**src/cpu_pkg.sv**
```systemverilog
package cpu_pkg;

    parameter int XLEN = 32;
    parameter int REG_ADDR_BITS = 5;

    // Instruction field positions
    parameter int RD_LSB = 7;
    parameter int FUNCT3_LSB = 12;
    parameter int RS1_LSB = 15;
    parameter int RS2_LSB = 20;
    parameter int FUNCT7_LSB = 25;

    typedef enum logic [6:0] {
        op_reg    = 7'b0110011,
        op_imm    = 7'b0010011,
        op_lui    = 7'b0110111,
        op_load   = 7'b0000011,
        op_store  = 7'b0100011,
        op_branch = 7'b1100011
    } opcode_e;

    typedef enum logic [2:0] {
        alu_add,
        alu_sub,
        alu_and,
        alu_or,
        alu_xor,
        alu_slt,
        alu_pass_b // LUI
    } alu_op_e;

    typedef enum logic [0:0] {
        wb_alu,
        wb_mem
    } wb_src_e;

endpackage

```
**src/register_bank.sv**
```systemverilog
`timescale 1ns/1ps

module register_bank (
    input  logic                             clock,
    input  logic                             rst,
    input  logic                             write_enable,
    input  logic [cpu_pkg::REG_ADDR_BITS-1:0] write_address,
    input  logic [cpu_pkg::XLEN-1:0]          write_value,
    input  logic [cpu_pkg::REG_ADDR_BITS-1:0] read_address1,
    input  logic [cpu_pkg::REG_ADDR_BITS-1:0] read_address2,
    output logic [cpu_pkg::XLEN-1:0]          value1,
    output logic [cpu_pkg::XLEN-1:0]          value2
);

    logic [cpu_pkg::XLEN-1:0] regs [2**cpu_pkg::REG_ADDR_BITS];

    // Same-cycle write passes straight through to the readers
    assign value1 = (read_address1 == '0) ? '0 :
                    (write_enable && write_address == read_address1) ? write_value :
                    regs[read_address1];
    assign value2 = (read_address2 == '0) ? '0 :
                    (write_enable && write_address == read_address2) ? write_value :
                    regs[read_address2];

    always_ff @(posedge clock) begin
        if (write_enable && write_address != '0) begin
            regs[write_address] <= write_value;
        end
    end

    // Writeback filters x0, so no write ever targets it
    a_no_x0_write: assert property (@(posedge clock) disable iff (rst)
        !(write_enable && write_address == '0));

endmodule

```
**src/ram.sv**
```systemverilog
`timescale 1ns/1ps

module ram #(
    parameter int RAM_ADDR_BITS = 6
) (
    input  logic                     clock,
    input  logic                     write_enable,
    input  logic [RAM_ADDR_BITS-1:0] address,
    input  logic [cpu_pkg::XLEN-1:0] data_in,
    output logic [cpu_pkg::XLEN-1:0] data_out
);

    logic [cpu_pkg::XLEN-1:0] mem [2**RAM_ADDR_BITS];

    assign data_out = mem[address]; // Asynchronous read

    always_ff @(posedge clock) begin
        if (write_enable) begin
            mem[address] <= data_in;
        end
    end

endmodule

```
**src/fetch.sv**
```systemverilog
`timescale 1ns/1ps

module fetch #(
    parameter int ROM_ADDR_BITS = 7
) (
    input  logic                     clock,
    input  logic                     rst,
    input  logic                     enable,
    input  logic                     redirect,
    input  logic [cpu_pkg::XLEN-1:0] target,
    input  logic [cpu_pkg::XLEN-1:0] rom_data,
    output logic [ROM_ADDR_BITS-1:0] rom_address,
    output logic [cpu_pkg::XLEN-1:0] pc,
    output logic [cpu_pkg::XLEN-1:0] instr,
    output logic                     valid
);

    logic [cpu_pkg::XLEN-1:0] fetch_pc;

    assign rom_address = fetch_pc[ROM_ADDR_BITS+1:2]; // Word index

    always_ff @(posedge clock) begin
        if (rst) begin
            fetch_pc <= '0;
            valid    <= 1'b0;
        end else if (enable) begin
            fetch_pc <= redirect ? target : fetch_pc + 32'd4;
            valid    <= !redirect; // Younger fetch is squashed
        end
    end

    // Fetch/decode payload
    always_ff @(posedge clock) begin
        if (enable) begin
            pc    <= fetch_pc;
            instr <= rom_data;
        end
    end

    // Branch targets come from execute, so alignment spans both stages
    a_pc_aligned: assert property (@(posedge clock) disable iff (rst) fetch_pc[1:0] == 2'b00);

endmodule

```
**src/decode.sv**
```systemverilog
`timescale 1ns/1ps

module decode (
    input  logic                             clock,
    input  logic                             rst,
    input  logic                             enable,
    input  logic                             flush,
    input  logic                             in_valid,
    input  logic [cpu_pkg::XLEN-1:0]          in_pc,
    input  logic [cpu_pkg::XLEN-1:0]          instr,
    input  logic [cpu_pkg::XLEN-1:0]          value1,
    input  logic [cpu_pkg::XLEN-1:0]          value2,
    output logic [cpu_pkg::REG_ADDR_BITS-1:0] rs1,
    output logic [cpu_pkg::REG_ADDR_BITS-1:0] rs2,
    output logic [cpu_pkg::XLEN-1:0]          imm,
    output cpu_pkg::alu_op_e                  alu_op,
    output logic                             alu_src,
    output logic                             branch,
    output logic                             branch_ne,
    output logic                             mem_read,
    output logic                             mem_write,
    output logic                             reg_write,
    output logic [cpu_pkg::REG_ADDR_BITS-1:0] rd,
    output cpu_pkg::wb_src_e                  wb_src,
    output logic [cpu_pkg::XLEN-1:0]          pc,
    output logic [cpu_pkg::XLEN-1:0]          rs1_value,
    output logic [cpu_pkg::XLEN-1:0]          rs2_value,
    output logic                             out_valid
);

    cpu_pkg::opcode_e         opcode;
    logic [2:0]               funct3;
    logic [cpu_pkg::XLEN-1:0] imm_i, imm_s, imm_b, imm_u;
    logic [cpu_pkg::XLEN-1:0] imm_next;
    cpu_pkg::alu_op_e         alu_next;
    cpu_pkg::wb_src_e         wb_next;
    logic                     known, src_next, br_next, ne_next;
    logic                     rd_mem_next, wr_mem_next, wr_reg_next;

    assign opcode = cpu_pkg::opcode_e'(instr[6:0]);
    assign funct3 = instr[cpu_pkg::FUNCT3_LSB +: 3];
    assign rs1    = instr[cpu_pkg::RS1_LSB +: cpu_pkg::REG_ADDR_BITS];
    assign rs2    = instr[cpu_pkg::RS2_LSB +: cpu_pkg::REG_ADDR_BITS];

    assign imm_i = {{20{instr[31]}}, instr[31:20]};
    assign imm_s = {{20{instr[31]}}, instr[31:25], instr[11:7]};
    assign imm_b = {{19{instr[31]}}, instr[31], instr[7], instr[30:25], instr[11:8], 1'b0};
    assign imm_u = {instr[31:12], 12'b0};

    always_comb begin
        known       = 1'b1;
        imm_next    = imm_i;
        alu_next    = cpu_pkg::alu_add;
        src_next    = 1'b0;
        br_next     = 1'b0;
        ne_next     = 1'b0;
        rd_mem_next = 1'b0;
        wr_mem_next = 1'b0;
        wr_reg_next = 1'b0;
        wb_next     = cpu_pkg::wb_alu;
        case (opcode)
            cpu_pkg::op_reg: begin
                wr_reg_next = 1'b1;
                case (funct3)
                    3'b000: alu_next = instr[cpu_pkg::FUNCT7_LSB + 5] ? cpu_pkg::alu_sub
                                                                       : cpu_pkg::alu_add;
                    3'b111: alu_next = cpu_pkg::alu_and;
                    3'b110: alu_next = cpu_pkg::alu_or;
                    3'b100: alu_next = cpu_pkg::alu_xor;
                    3'b010: alu_next = cpu_pkg::alu_slt;
                    default: known = 1'b0;
                endcase
            end
            cpu_pkg::op_imm: begin // ADDI only
                wr_reg_next = 1'b1;
                src_next    = 1'b1;
                known       = (funct3 == 3'b000);
            end
            cpu_pkg::op_lui: begin
                wr_reg_next = 1'b1;
                src_next    = 1'b1;
                alu_next    = cpu_pkg::alu_pass_b;
                imm_next    = imm_u;
            end
            cpu_pkg::op_load: begin
                wr_reg_next = 1'b1;
                src_next    = 1'b1;
                rd_mem_next = 1'b1;
                wb_next     = cpu_pkg::wb_mem;
            end
            cpu_pkg::op_store: begin
                src_next    = 1'b1;
                wr_mem_next = 1'b1;
                imm_next    = imm_s;
            end
            cpu_pkg::op_branch: begin
                br_next  = 1'b1;
                ne_next  = funct3[0];
                imm_next = imm_b;
                known    = (funct3[2:1] == 2'b00); // BEQ, BNE
            end
            default: known = 1'b0; // Bubble
        endcase
    end

    always_ff @(posedge clock) begin
        if (rst) begin
            out_valid <= 1'b0;
        end else if (enable) begin
            out_valid <= in_valid && known && !flush;
        end
    end

    // Decode/execute payload, qualified downstream by out_valid
    always_ff @(posedge clock) begin
        if (enable) begin
            imm       <= imm_next;
            alu_op    <= alu_next;
            alu_src   <= src_next;
            branch    <= br_next;
            branch_ne <= ne_next;
            mem_read  <= rd_mem_next;
            mem_write <= wr_mem_next;
            reg_write <= wr_reg_next;
            rd        <= instr[cpu_pkg::RD_LSB +: cpu_pkg::REG_ADDR_BITS];
            wb_src    <= wb_next;
            pc        <= in_pc;
            rs1_value <= value1;
            rs2_value <= value2;
        end
    end

endmodule

```
**src/execute.sv**
```systemverilog
`timescale 1ns/1ps

module execute (
    input  logic                             clock,
    input  logic                             rst,
    input  logic                             enable,
    input  logic                             de_valid,
    input  logic [cpu_pkg::XLEN-1:0]          de_pc,
    input  logic [cpu_pkg::XLEN-1:0]          rs1_value,
    input  logic [cpu_pkg::XLEN-1:0]          rs2_value,
    input  logic [cpu_pkg::XLEN-1:0]          imm,
    input  cpu_pkg::alu_op_e                  alu_op,
    input  logic                             alu_src,
    input  logic                             branch,
    input  logic                             branch_ne,
    input  logic                             de_mem_read,
    input  logic                             de_mem_write,
    input  logic                             de_reg_write,
    input  logic [cpu_pkg::REG_ADDR_BITS-1:0] de_rd,
    input  cpu_pkg::wb_src_e                  de_wb_src,
    output logic                             redirect,
    output logic [cpu_pkg::XLEN-1:0]          target,
    output logic [5:0]                       led_bits,
    output logic [cpu_pkg::XLEN-1:0]          result,
    output logic [cpu_pkg::XLEN-1:0]          store_data,
    output logic                             mem_read,
    output logic                             mem_write,
    output logic                             reg_write,
    output logic [cpu_pkg::REG_ADDR_BITS-1:0] rd,
    output cpu_pkg::wb_src_e                  wb_src
);

    logic [cpu_pkg::XLEN-1:0] operand_b;
    logic [cpu_pkg::XLEN-1:0] alu_out;

    assign operand_b = alu_src ? imm : rs2_value;

    always_comb begin
        case (alu_op)
            cpu_pkg::alu_add: alu_out = rs1_value + operand_b;
            cpu_pkg::alu_sub: alu_out = rs1_value - operand_b;
            cpu_pkg::alu_and: alu_out = rs1_value & operand_b;
            cpu_pkg::alu_or:  alu_out = rs1_value | operand_b;
            cpu_pkg::alu_xor: alu_out = rs1_value ^ operand_b;
            cpu_pkg::alu_slt: alu_out = {31'b0, $signed(rs1_value) < $signed(operand_b)};
            default:          alu_out = operand_b; // Pass B
        endcase
    end

    // BEQ taken on equal, BNE on not equal
    assign redirect = de_valid && branch && ((rs1_value == rs2_value) != branch_ne);
    assign target   = de_pc + imm;
    assign led_bits = result[5:0];

    always_ff @(posedge clock) begin
        if (rst) begin
            result    <= '0; // led reads 0 after reset
            mem_read  <= 1'b0;
            mem_write <= 1'b0;
            reg_write <= 1'b0;
        end else if (enable) begin
            result    <= alu_out;
            mem_read  <= de_valid && de_mem_read;
            mem_write <= de_valid && de_mem_write;
            reg_write <= de_valid && de_reg_write;
        end
    end

    always_ff @(posedge clock) begin
        if (enable) begin
            store_data <= rs2_value;
            rd         <= de_rd;
            wb_src     <= de_wb_src;
        end
    end

endmodule

```
**src/memory.sv**
```systemverilog
`timescale 1ns/1ps

module memory #(
    parameter int RAM_ADDR_BITS = 6
) (
    input  logic                             clock,
    input  logic                             rst,
    input  logic                             enable,
    input  logic [cpu_pkg::XLEN-1:0]          ex_result,
    input  logic [cpu_pkg::XLEN-1:0]          ex_store_data,
    input  logic                             ex_mem_read,
    input  logic                             ex_mem_write,
    input  logic                             ex_reg_write,
    input  logic [cpu_pkg::REG_ADDR_BITS-1:0] ex_rd,
    input  cpu_pkg::wb_src_e                  ex_wb_src,
    input  logic [cpu_pkg::XLEN-1:0]          ram_data_out,
    output logic [RAM_ADDR_BITS-1:0]         mem_addr,
    output logic [cpu_pkg::XLEN-1:0]          mem_write_data,
    output logic                             mem_write_enable,
    output logic [cpu_pkg::XLEN-1:0]          load_data,
    output logic [cpu_pkg::XLEN-1:0]          alu_result,
    output logic                             reg_write,
    output logic [cpu_pkg::REG_ADDR_BITS-1:0] rd,
    output cpu_pkg::wb_src_e                  wb_src
);

    assign mem_addr         = ex_result[RAM_ADDR_BITS+1:2]; // Byte address to word index
    assign mem_write_data   = ex_store_data;
    assign mem_write_enable = ex_mem_write && enable; // ex_mem_write already valid-qualified

    always_ff @(posedge clock) begin
        if (rst) begin
            reg_write <= 1'b0;
        end else if (enable) begin
            reg_write <= ex_reg_write;
        end
    end

    always_ff @(posedge clock) begin
        if (enable) begin
            if (ex_mem_read) begin
                load_data <= ram_data_out;
            end
            alu_result <= ex_result;
            rd         <= ex_rd;
            wb_src     <= ex_wb_src;
        end
    end

    // Decode never sets both for one instruction
    a_rw_exclusive: assert property (@(posedge clock) disable iff (rst)
        !(ex_mem_read && ex_mem_write));

endmodule

```
**src/writeback.sv**
```systemverilog
`timescale 1ns/1ps

module writeback (
    input  logic                             enable,
    input  logic                             reg_write,
    input  logic [cpu_pkg::REG_ADDR_BITS-1:0] rd,
    input  cpu_pkg::wb_src_e                  wb_src,
    input  logic [cpu_pkg::XLEN-1:0]          load_data,
    input  logic [cpu_pkg::XLEN-1:0]          alu_result,
    output logic                             write_enable,
    output logic [cpu_pkg::REG_ADDR_BITS-1:0] write_address,
    output logic [cpu_pkg::XLEN-1:0]          write_value
);

    // No commit to x0 and none while stalled
    assign write_enable  = enable && reg_write && (rd != '0);
    assign write_address = rd;
    assign write_value   = (wb_src == cpu_pkg::wb_mem) ? load_data : alu_result;

endmodule

```
**src/cpu.sv**
```systemverilog
`timescale 1ns/1ps

module cpu #(
    parameter int ROM_ADDR_BITS = 7,
    parameter int RAM_ADDR_BITS = 6
) (
    input  logic                             clock,
    input  logic                             rst,
    input  logic                             enable,
    input  logic [cpu_pkg::XLEN-1:0]          rom_data,
    output logic [ROM_ADDR_BITS-1:0]         rom_address,
    output logic [5:0]                       led,
    output logic                             commit,
    output logic [cpu_pkg::REG_ADDR_BITS-1:0] commit_rd,
    output logic [cpu_pkg::XLEN-1:0]          commit_data
);

    localparam int W = cpu_pkg::XLEN;
    localparam int R = cpu_pkg::REG_ADDR_BITS;

    // Register bank and RAM
    logic [R-1:0]             rb_rs1, rb_rs2;
    logic [W-1:0]             rb_value1, rb_value2;
    logic [RAM_ADDR_BITS-1:0] ram_address;
    logic [W-1:0]             ram_data_in, ram_data_out;
    logic                     ram_write_enable;

    // Fetch -> decode
    logic [W-1:0] if_de_pc, if_de_instr;
    logic         if_de_valid;

    // Decode -> execute
    logic [W-1:0]     de_ex_imm, de_ex_pc, de_ex_rs1_value, de_ex_rs2_value;
    cpu_pkg::alu_op_e de_ex_alu_op;
    cpu_pkg::wb_src_e de_ex_wb_src;
    logic             de_ex_alu_src, de_ex_branch, de_ex_branch_ne, de_ex_valid;
    logic             de_ex_mem_read, de_ex_mem_write, de_ex_reg_write;
    logic [R-1:0]     de_ex_rd;

    // Execute -> fetch/decode and memory
    logic             ex_redirect;
    logic [W-1:0]     ex_target, ex_mem_result, ex_mem_store_data;
    logic             ex_mem_mem_read, ex_mem_mem_write, ex_mem_reg_write;
    logic [R-1:0]     ex_mem_rd;
    cpu_pkg::wb_src_e ex_mem_wb_src;

    // Memory -> writeback
    logic [W-1:0]     mem_wb_load_data, mem_wb_alu_result;
    logic             mem_wb_reg_write;
    logic [R-1:0]     mem_wb_rd;
    cpu_pkg::wb_src_e mem_wb_wb_src;

    fetch #(.ROM_ADDR_BITS(ROM_ADDR_BITS)) u_fetch (
        .clock(clock), .rst(rst), .enable(enable),
        .redirect(ex_redirect), .target(ex_target),
        .rom_data(rom_data), .rom_address(rom_address),
        .pc(if_de_pc), .instr(if_de_instr), .valid(if_de_valid)
    );

    decode u_decode (
        .clock(clock), .rst(rst), .enable(enable), .flush(ex_redirect),
        .in_valid(if_de_valid), .in_pc(if_de_pc), .instr(if_de_instr),
        .value1(rb_value1), .value2(rb_value2), .rs1(rb_rs1), .rs2(rb_rs2),
        .imm(de_ex_imm), .alu_op(de_ex_alu_op), .alu_src(de_ex_alu_src),
        .branch(de_ex_branch), .branch_ne(de_ex_branch_ne),
        .mem_read(de_ex_mem_read), .mem_write(de_ex_mem_write),
        .reg_write(de_ex_reg_write), .rd(de_ex_rd), .wb_src(de_ex_wb_src),
        .pc(de_ex_pc), .rs1_value(de_ex_rs1_value), .rs2_value(de_ex_rs2_value),
        .out_valid(de_ex_valid)
    );

    execute u_execute (
        .clock(clock), .rst(rst), .enable(enable),
        .de_valid(de_ex_valid), .de_pc(de_ex_pc),
        .rs1_value(de_ex_rs1_value), .rs2_value(de_ex_rs2_value), .imm(de_ex_imm),
        .alu_op(de_ex_alu_op), .alu_src(de_ex_alu_src),
        .branch(de_ex_branch), .branch_ne(de_ex_branch_ne),
        .de_mem_read(de_ex_mem_read), .de_mem_write(de_ex_mem_write),
        .de_reg_write(de_ex_reg_write), .de_rd(de_ex_rd), .de_wb_src(de_ex_wb_src),
        .redirect(ex_redirect), .target(ex_target), .led_bits(led),
        .result(ex_mem_result), .store_data(ex_mem_store_data),
        .mem_read(ex_mem_mem_read), .mem_write(ex_mem_mem_write),
        .reg_write(ex_mem_reg_write), .rd(ex_mem_rd), .wb_src(ex_mem_wb_src)
    );

    memory #(.RAM_ADDR_BITS(RAM_ADDR_BITS)) u_memory (
        .clock(clock), .rst(rst), .enable(enable),
        .ex_result(ex_mem_result), .ex_store_data(ex_mem_store_data),
        .ex_mem_read(ex_mem_mem_read), .ex_mem_write(ex_mem_mem_write),
        .ex_reg_write(ex_mem_reg_write), .ex_rd(ex_mem_rd), .ex_wb_src(ex_mem_wb_src),
        .ram_data_out(ram_data_out), .mem_addr(ram_address),
        .mem_write_data(ram_data_in), .mem_write_enable(ram_write_enable),
        .load_data(mem_wb_load_data), .alu_result(mem_wb_alu_result),
        .reg_write(mem_wb_reg_write), .rd(mem_wb_rd), .wb_src(mem_wb_wb_src)
    );

    // Commit port mirrors the register bank write
    writeback u_writeback (
        .enable(enable), .reg_write(mem_wb_reg_write), .rd(mem_wb_rd),
        .wb_src(mem_wb_wb_src), .load_data(mem_wb_load_data),
        .alu_result(mem_wb_alu_result), .write_enable(commit),
        .write_address(commit_rd), .write_value(commit_data)
    );

    register_bank u_register_bank (
        .clock(clock), .rst(rst),
        .write_enable(commit), .write_address(commit_rd), .write_value(commit_data),
        .read_address1(rb_rs1), .read_address2(rb_rs2),
        .value1(rb_value1), .value2(rb_value2)
    );

    ram #(.RAM_ADDR_BITS(RAM_ADDR_BITS)) u_ram (
        .clock(clock), .write_enable(ram_write_enable), .address(ram_address),
        .data_in(ram_data_in), .data_out(ram_data_out)
    );

endmodule

```
**config.mk**
```make
export PLATFORM = sky130hd
export DESIGN_NAME = cpu
export DESIGN_NICKNAME = d
export VERILOG_FILES = /design/src/cpu_pkg.sv /design/src/register_bank.sv /design/src/ram.sv /design/src/fetch.sv /design/src/decode.sv /design/src/execute.sv /design/src/memory.sv /design/src/writeback.sv /design/src/cpu.sv
export SDC_FILE = /design/constraint.sdc
export NUM_CORES = 2
export LEC_CHECK = 0
export ABC_AREA = 0
export BUFFER_PORTS_ARGS = -buffer_cell sky130_fd_sc_hd__buf_2
export CAP_MARGIN = 30
export CORE_MARGIN = 5
export CORE_UTILIZATION = 35
export CTS_BUF_LIST = sky130_fd_sc_hd__clkbuf_4 sky130_fd_sc_hd__clkbuf_8 sky130_fd_sc_hd__clkbuf_16
export CTS_CLUSTER_DIAMETER = 30
export DETAILED_ROUTE_END_ITERATION = 10
export HOLD_SLACK_MARGIN = 0.06
export PLACE_DENSITY = 0.53
export RECOVER_POWER = 50
export SYNTH_ARGS = -nofsm -noshare
export SYNTH_HDL_FRONTEND = slang
export SYNTH_SLANG_ARGS = --single-unit
export TNS_END_PERCENT = 30
```
**constraint.sdc**
```tcl
create_clock -name clock -period 9.74 [get_ports clock]
set_input_delay 0.974 -clock clock [delete_from_list [all_inputs] [get_ports clock]]
set_output_delay 0.974 -clock clock [all_outputs]
set_load 0.05 [all_outputs]
```
==> impl_metrics.json <==
{
  "port_buffers": 85,
  "dp_hpwl_um": 256600,
  "syn_to_final_growth_pct": 20.38,
  "start_util": 0.3508,
  "ioPinCount": 86,
  "internal_power_mw": 31.16,
  "power_density_nw_per_um2": 245.5,
  "synth_edf_count": 3340,
  "rsz0062_at_grt": "no",
  "grt_max_degree": 102,
  "finalSetupTns_ns": 0,
  "die_area_sq_um": 409000,
  "drcViolationCount": 0,
  "coreArea_sq_um": 395400,
  "power.clock.fraction": 0.505,
  "grt.overflow.total": 0,
  "layout-drive-gt1-share": 0.2416,
  "hold_viol_final": 0,
  "run_status": "complete, but fails checks",
  "rows": 231,
  "fillers": 34780,
  "fin_skew_ns": 0.05266,
  "clk_pin_slew_worst_paths_ns": 0.05,
  "final_cell_area_sq_um": 167000,
  "drv_cap": 67,
  "combinationalPowerShare": 0.091,
  "ant_nets": 0,
  "synth_area_per_cell_sq_um": 18.00,
  "cts_sinks": 3387,
  "hold_class": "primary input to flop",
  "fin_nets": 8314,
  "regArea_sq_um": 101200,
  "gp_congestion": 0.8894,
  "syn_area_sq_um": 138700,
  "grt_pass1_vias": 81180,
  "period_needed_ns": 6.959,
  "slew_headroom": -1.841,
  "viasPerCell": 5.884,
  "grt_pass1_wl_um": 635500,
  "cp-end-kind": "output port",
  "synth-seq-cells": 3387,
  "worst-setup-path-type": "flop to output port",
  "layout_common_cells": "edfxtp_1 (3340), a22oi_1 (625), clkbuf_16 (597)",
  "htreeDepth": 6,
  "die_x_um": 639.5,
  "cp-start-kind": "flop",
  "slowest_delay_ns": 2.02,
  "async_flop_share": 0,
  "switching_share": 0.2397,
  "drt_pre_antenna_iters": 7,
  "tightest_slew_ns": 4.262,
  "tritoncts": "done",
  "critPathSlowestCell": "clkbuf_1",
  "vias": 81720,
  "syn_inst": 7707,
  "wl_per_cell_um": 32.78,
  "seqPwrFrac": 0.404,
  "placed_cell_area_sq_um": 147200,
  "p_switching_mw": 9.824,
  "synth_flop_cell": "edfxtp_1",
  "holdBufCountCts": 0,
  "max-vdd-ir-drop_mv": 0.1561,
  "clock_latency_ns": 0.95,
  "clock_path_buffers": 4,
  "synth.distinct_cells": 88,
  "antenna_found_initial": 25,
  "yosysWarnings": 0,
  "multi_input_area_sq_um": 35610,
  "floorplan.die.height_um": 639.5,
  "fin_crit_sh": 0.7145,
  "gr-usage-all-layers": 0.2160,
  "root_buffer": "clkbuf_16",
  "violations": "max-capacitance violations, max-slew violations",
  "setup_viol": 0,
  "post_cts_buffers": 0,
  "drtIter0Drc": 10410,
  "r2r_cells": 8,
  "crit_required_ns": 8.77,
  "final_common_cell": "edfxtp_1",
  "seq_area_frac_synth": 0.7299,
  "wl_um": 455400,
  "arrival_ns": 5.99,
  "max_freq_ghz": 0.1437,
  "path_max_fanout": 34,
  "hold_path_depth": 1,
  "path_cells": "clkbuf_1 -> mux2i_1 -> inv_1 -> clkbuf_1 -> buf_2",
  "cts_buffers": 583,
  "cts_resized": 0,
  "slew_viol_final": 3263,
  "fin_hold_ws_ns": 0.2043,
  "crit_path_frequent_cell": "clkbuf_1",
  "leakage_nw": 53.47
}
## flip-flops by register name, summed over array words and instances (netlist names), 9 cells and up
signal / flops
u_fetch.pc: 9
u_memory.load_data: 32
u_memory.alu_result: 32
u_decode.rs1_value: 32
u_decode.rs2_value: 32
u_decode.imm: 32
u_execute.store_data: 32
u_fetch.fetch_pc: 9
u_decode.pc: 9
u_fetch.instr: 32
u_register_bank.regs: 1024
u_ram.mem: 2048
u_execute.result: 32
## routing by layer
metal	vias to the layer above	track usage	wire [um]
li1	33550	-	-
met1	43240	0.2903	181400
met2	4134	0.3559	219600
met3	795	0.03742	36810
met4	4	0.07305	17530
met5	-	0	27
## Yosys cell counts, drive strengths merged, types with 108 or more instances
cell type  instances  share of area
edfxtp          3340           0.72
a22oi            625          0.034
mux4             562          0.091
clkbuf           373          0.011
nor2             287         0.0078
a21oi            235         0.0085
a221oi           226          0.014
a31oi            222          0.010
a22o             208          0.013
buf              192         0.0062
mux2i            142          0.010
inv              121         0.0033
o21ai            112         0.0040
ha               111          0.010
nand2            108         0.0029
## power by group through the flow
stage | Combinational, mW | Clock, mW | Sequential (mW)
floorplan | 2.07 | 0 | 16.8
global placement | 3.68 | 0 | 16.8
detailed placement | 3.72 | 0 | 16.8
CTS | 3.74 | 20.9 | 16.5
global route | 3.93 | 21.7 | 16.5
finish | 3.74 | 20.7 | 16.5
## per-stage QoR
| stage | power, mW | utilization | setup slack [ns] | instances |
|---|---|---|---|---|
| finish | 40.99 | 0.4222 | 2.781 | 13890 |
| CTS | 41.18 | 0.4228 | 4.953 | 13880 |
| global placement | 20.45 | 0.3710 | 4.948 | 12790 |
| global route | 42.15 | 0.4222 | 2.601 | 13890 |
| floorplan | 18.86 | - | 5.672 | 7738 |
| detailed placement | 20.49 | 0.3722 | 4.936 | 12810 |
## final timing paths
kind	from	endpoint	slack, ns
max	u_memory.wb_src	commit_data[15]	2.78
min	rom_data[9]	u_fetch.instr[9]	0.20
max reg2reg	u_fetch.instr[20]	u_decode.rs2_value[5]	3.68
min reg2reg	u_fetch.pc[6]	u_decode.pc[6]	0.41
## cell families (layout without fill, tap and decap cells)
kind of cell | count (synthesis) | after routing | synth area share
compound gates | 1928 | 1928 | 0.1012
xor+xnor | 65 | 65 | 0.004105
fa+ha+maj | 114 | 114 | 0.01045
buf+inv | 687 | 1593 | 0.02058
flops | 3387 | 3387 | 0.7299
mux | 775 | 775 | 0.1073
other cells | 1 | 36 | 0.00002704
simple gates | 750 | 750 | 0.02642
## layout make-up
type                            count  area share
Antenna cell                        4  0.00005995
Clock buffer                      676     0.09315
Clock inverter                    388     0.02677
Inverter                          122    0.002743
Multi-Input combinational cell   3664      0.2133
Sequential cell                  3387      0.6064
Tap cell                         5242     0.03929
Timing Repair Buffer              407     0.01832
## worst max-delay path: cells and delay by family (launching register included)
family	cells	cell delay (ns)
DFF	1	0.31
muxes	1	0.86
buffers and inverters	4	3.81
Power figures use the tool's default switching activity.
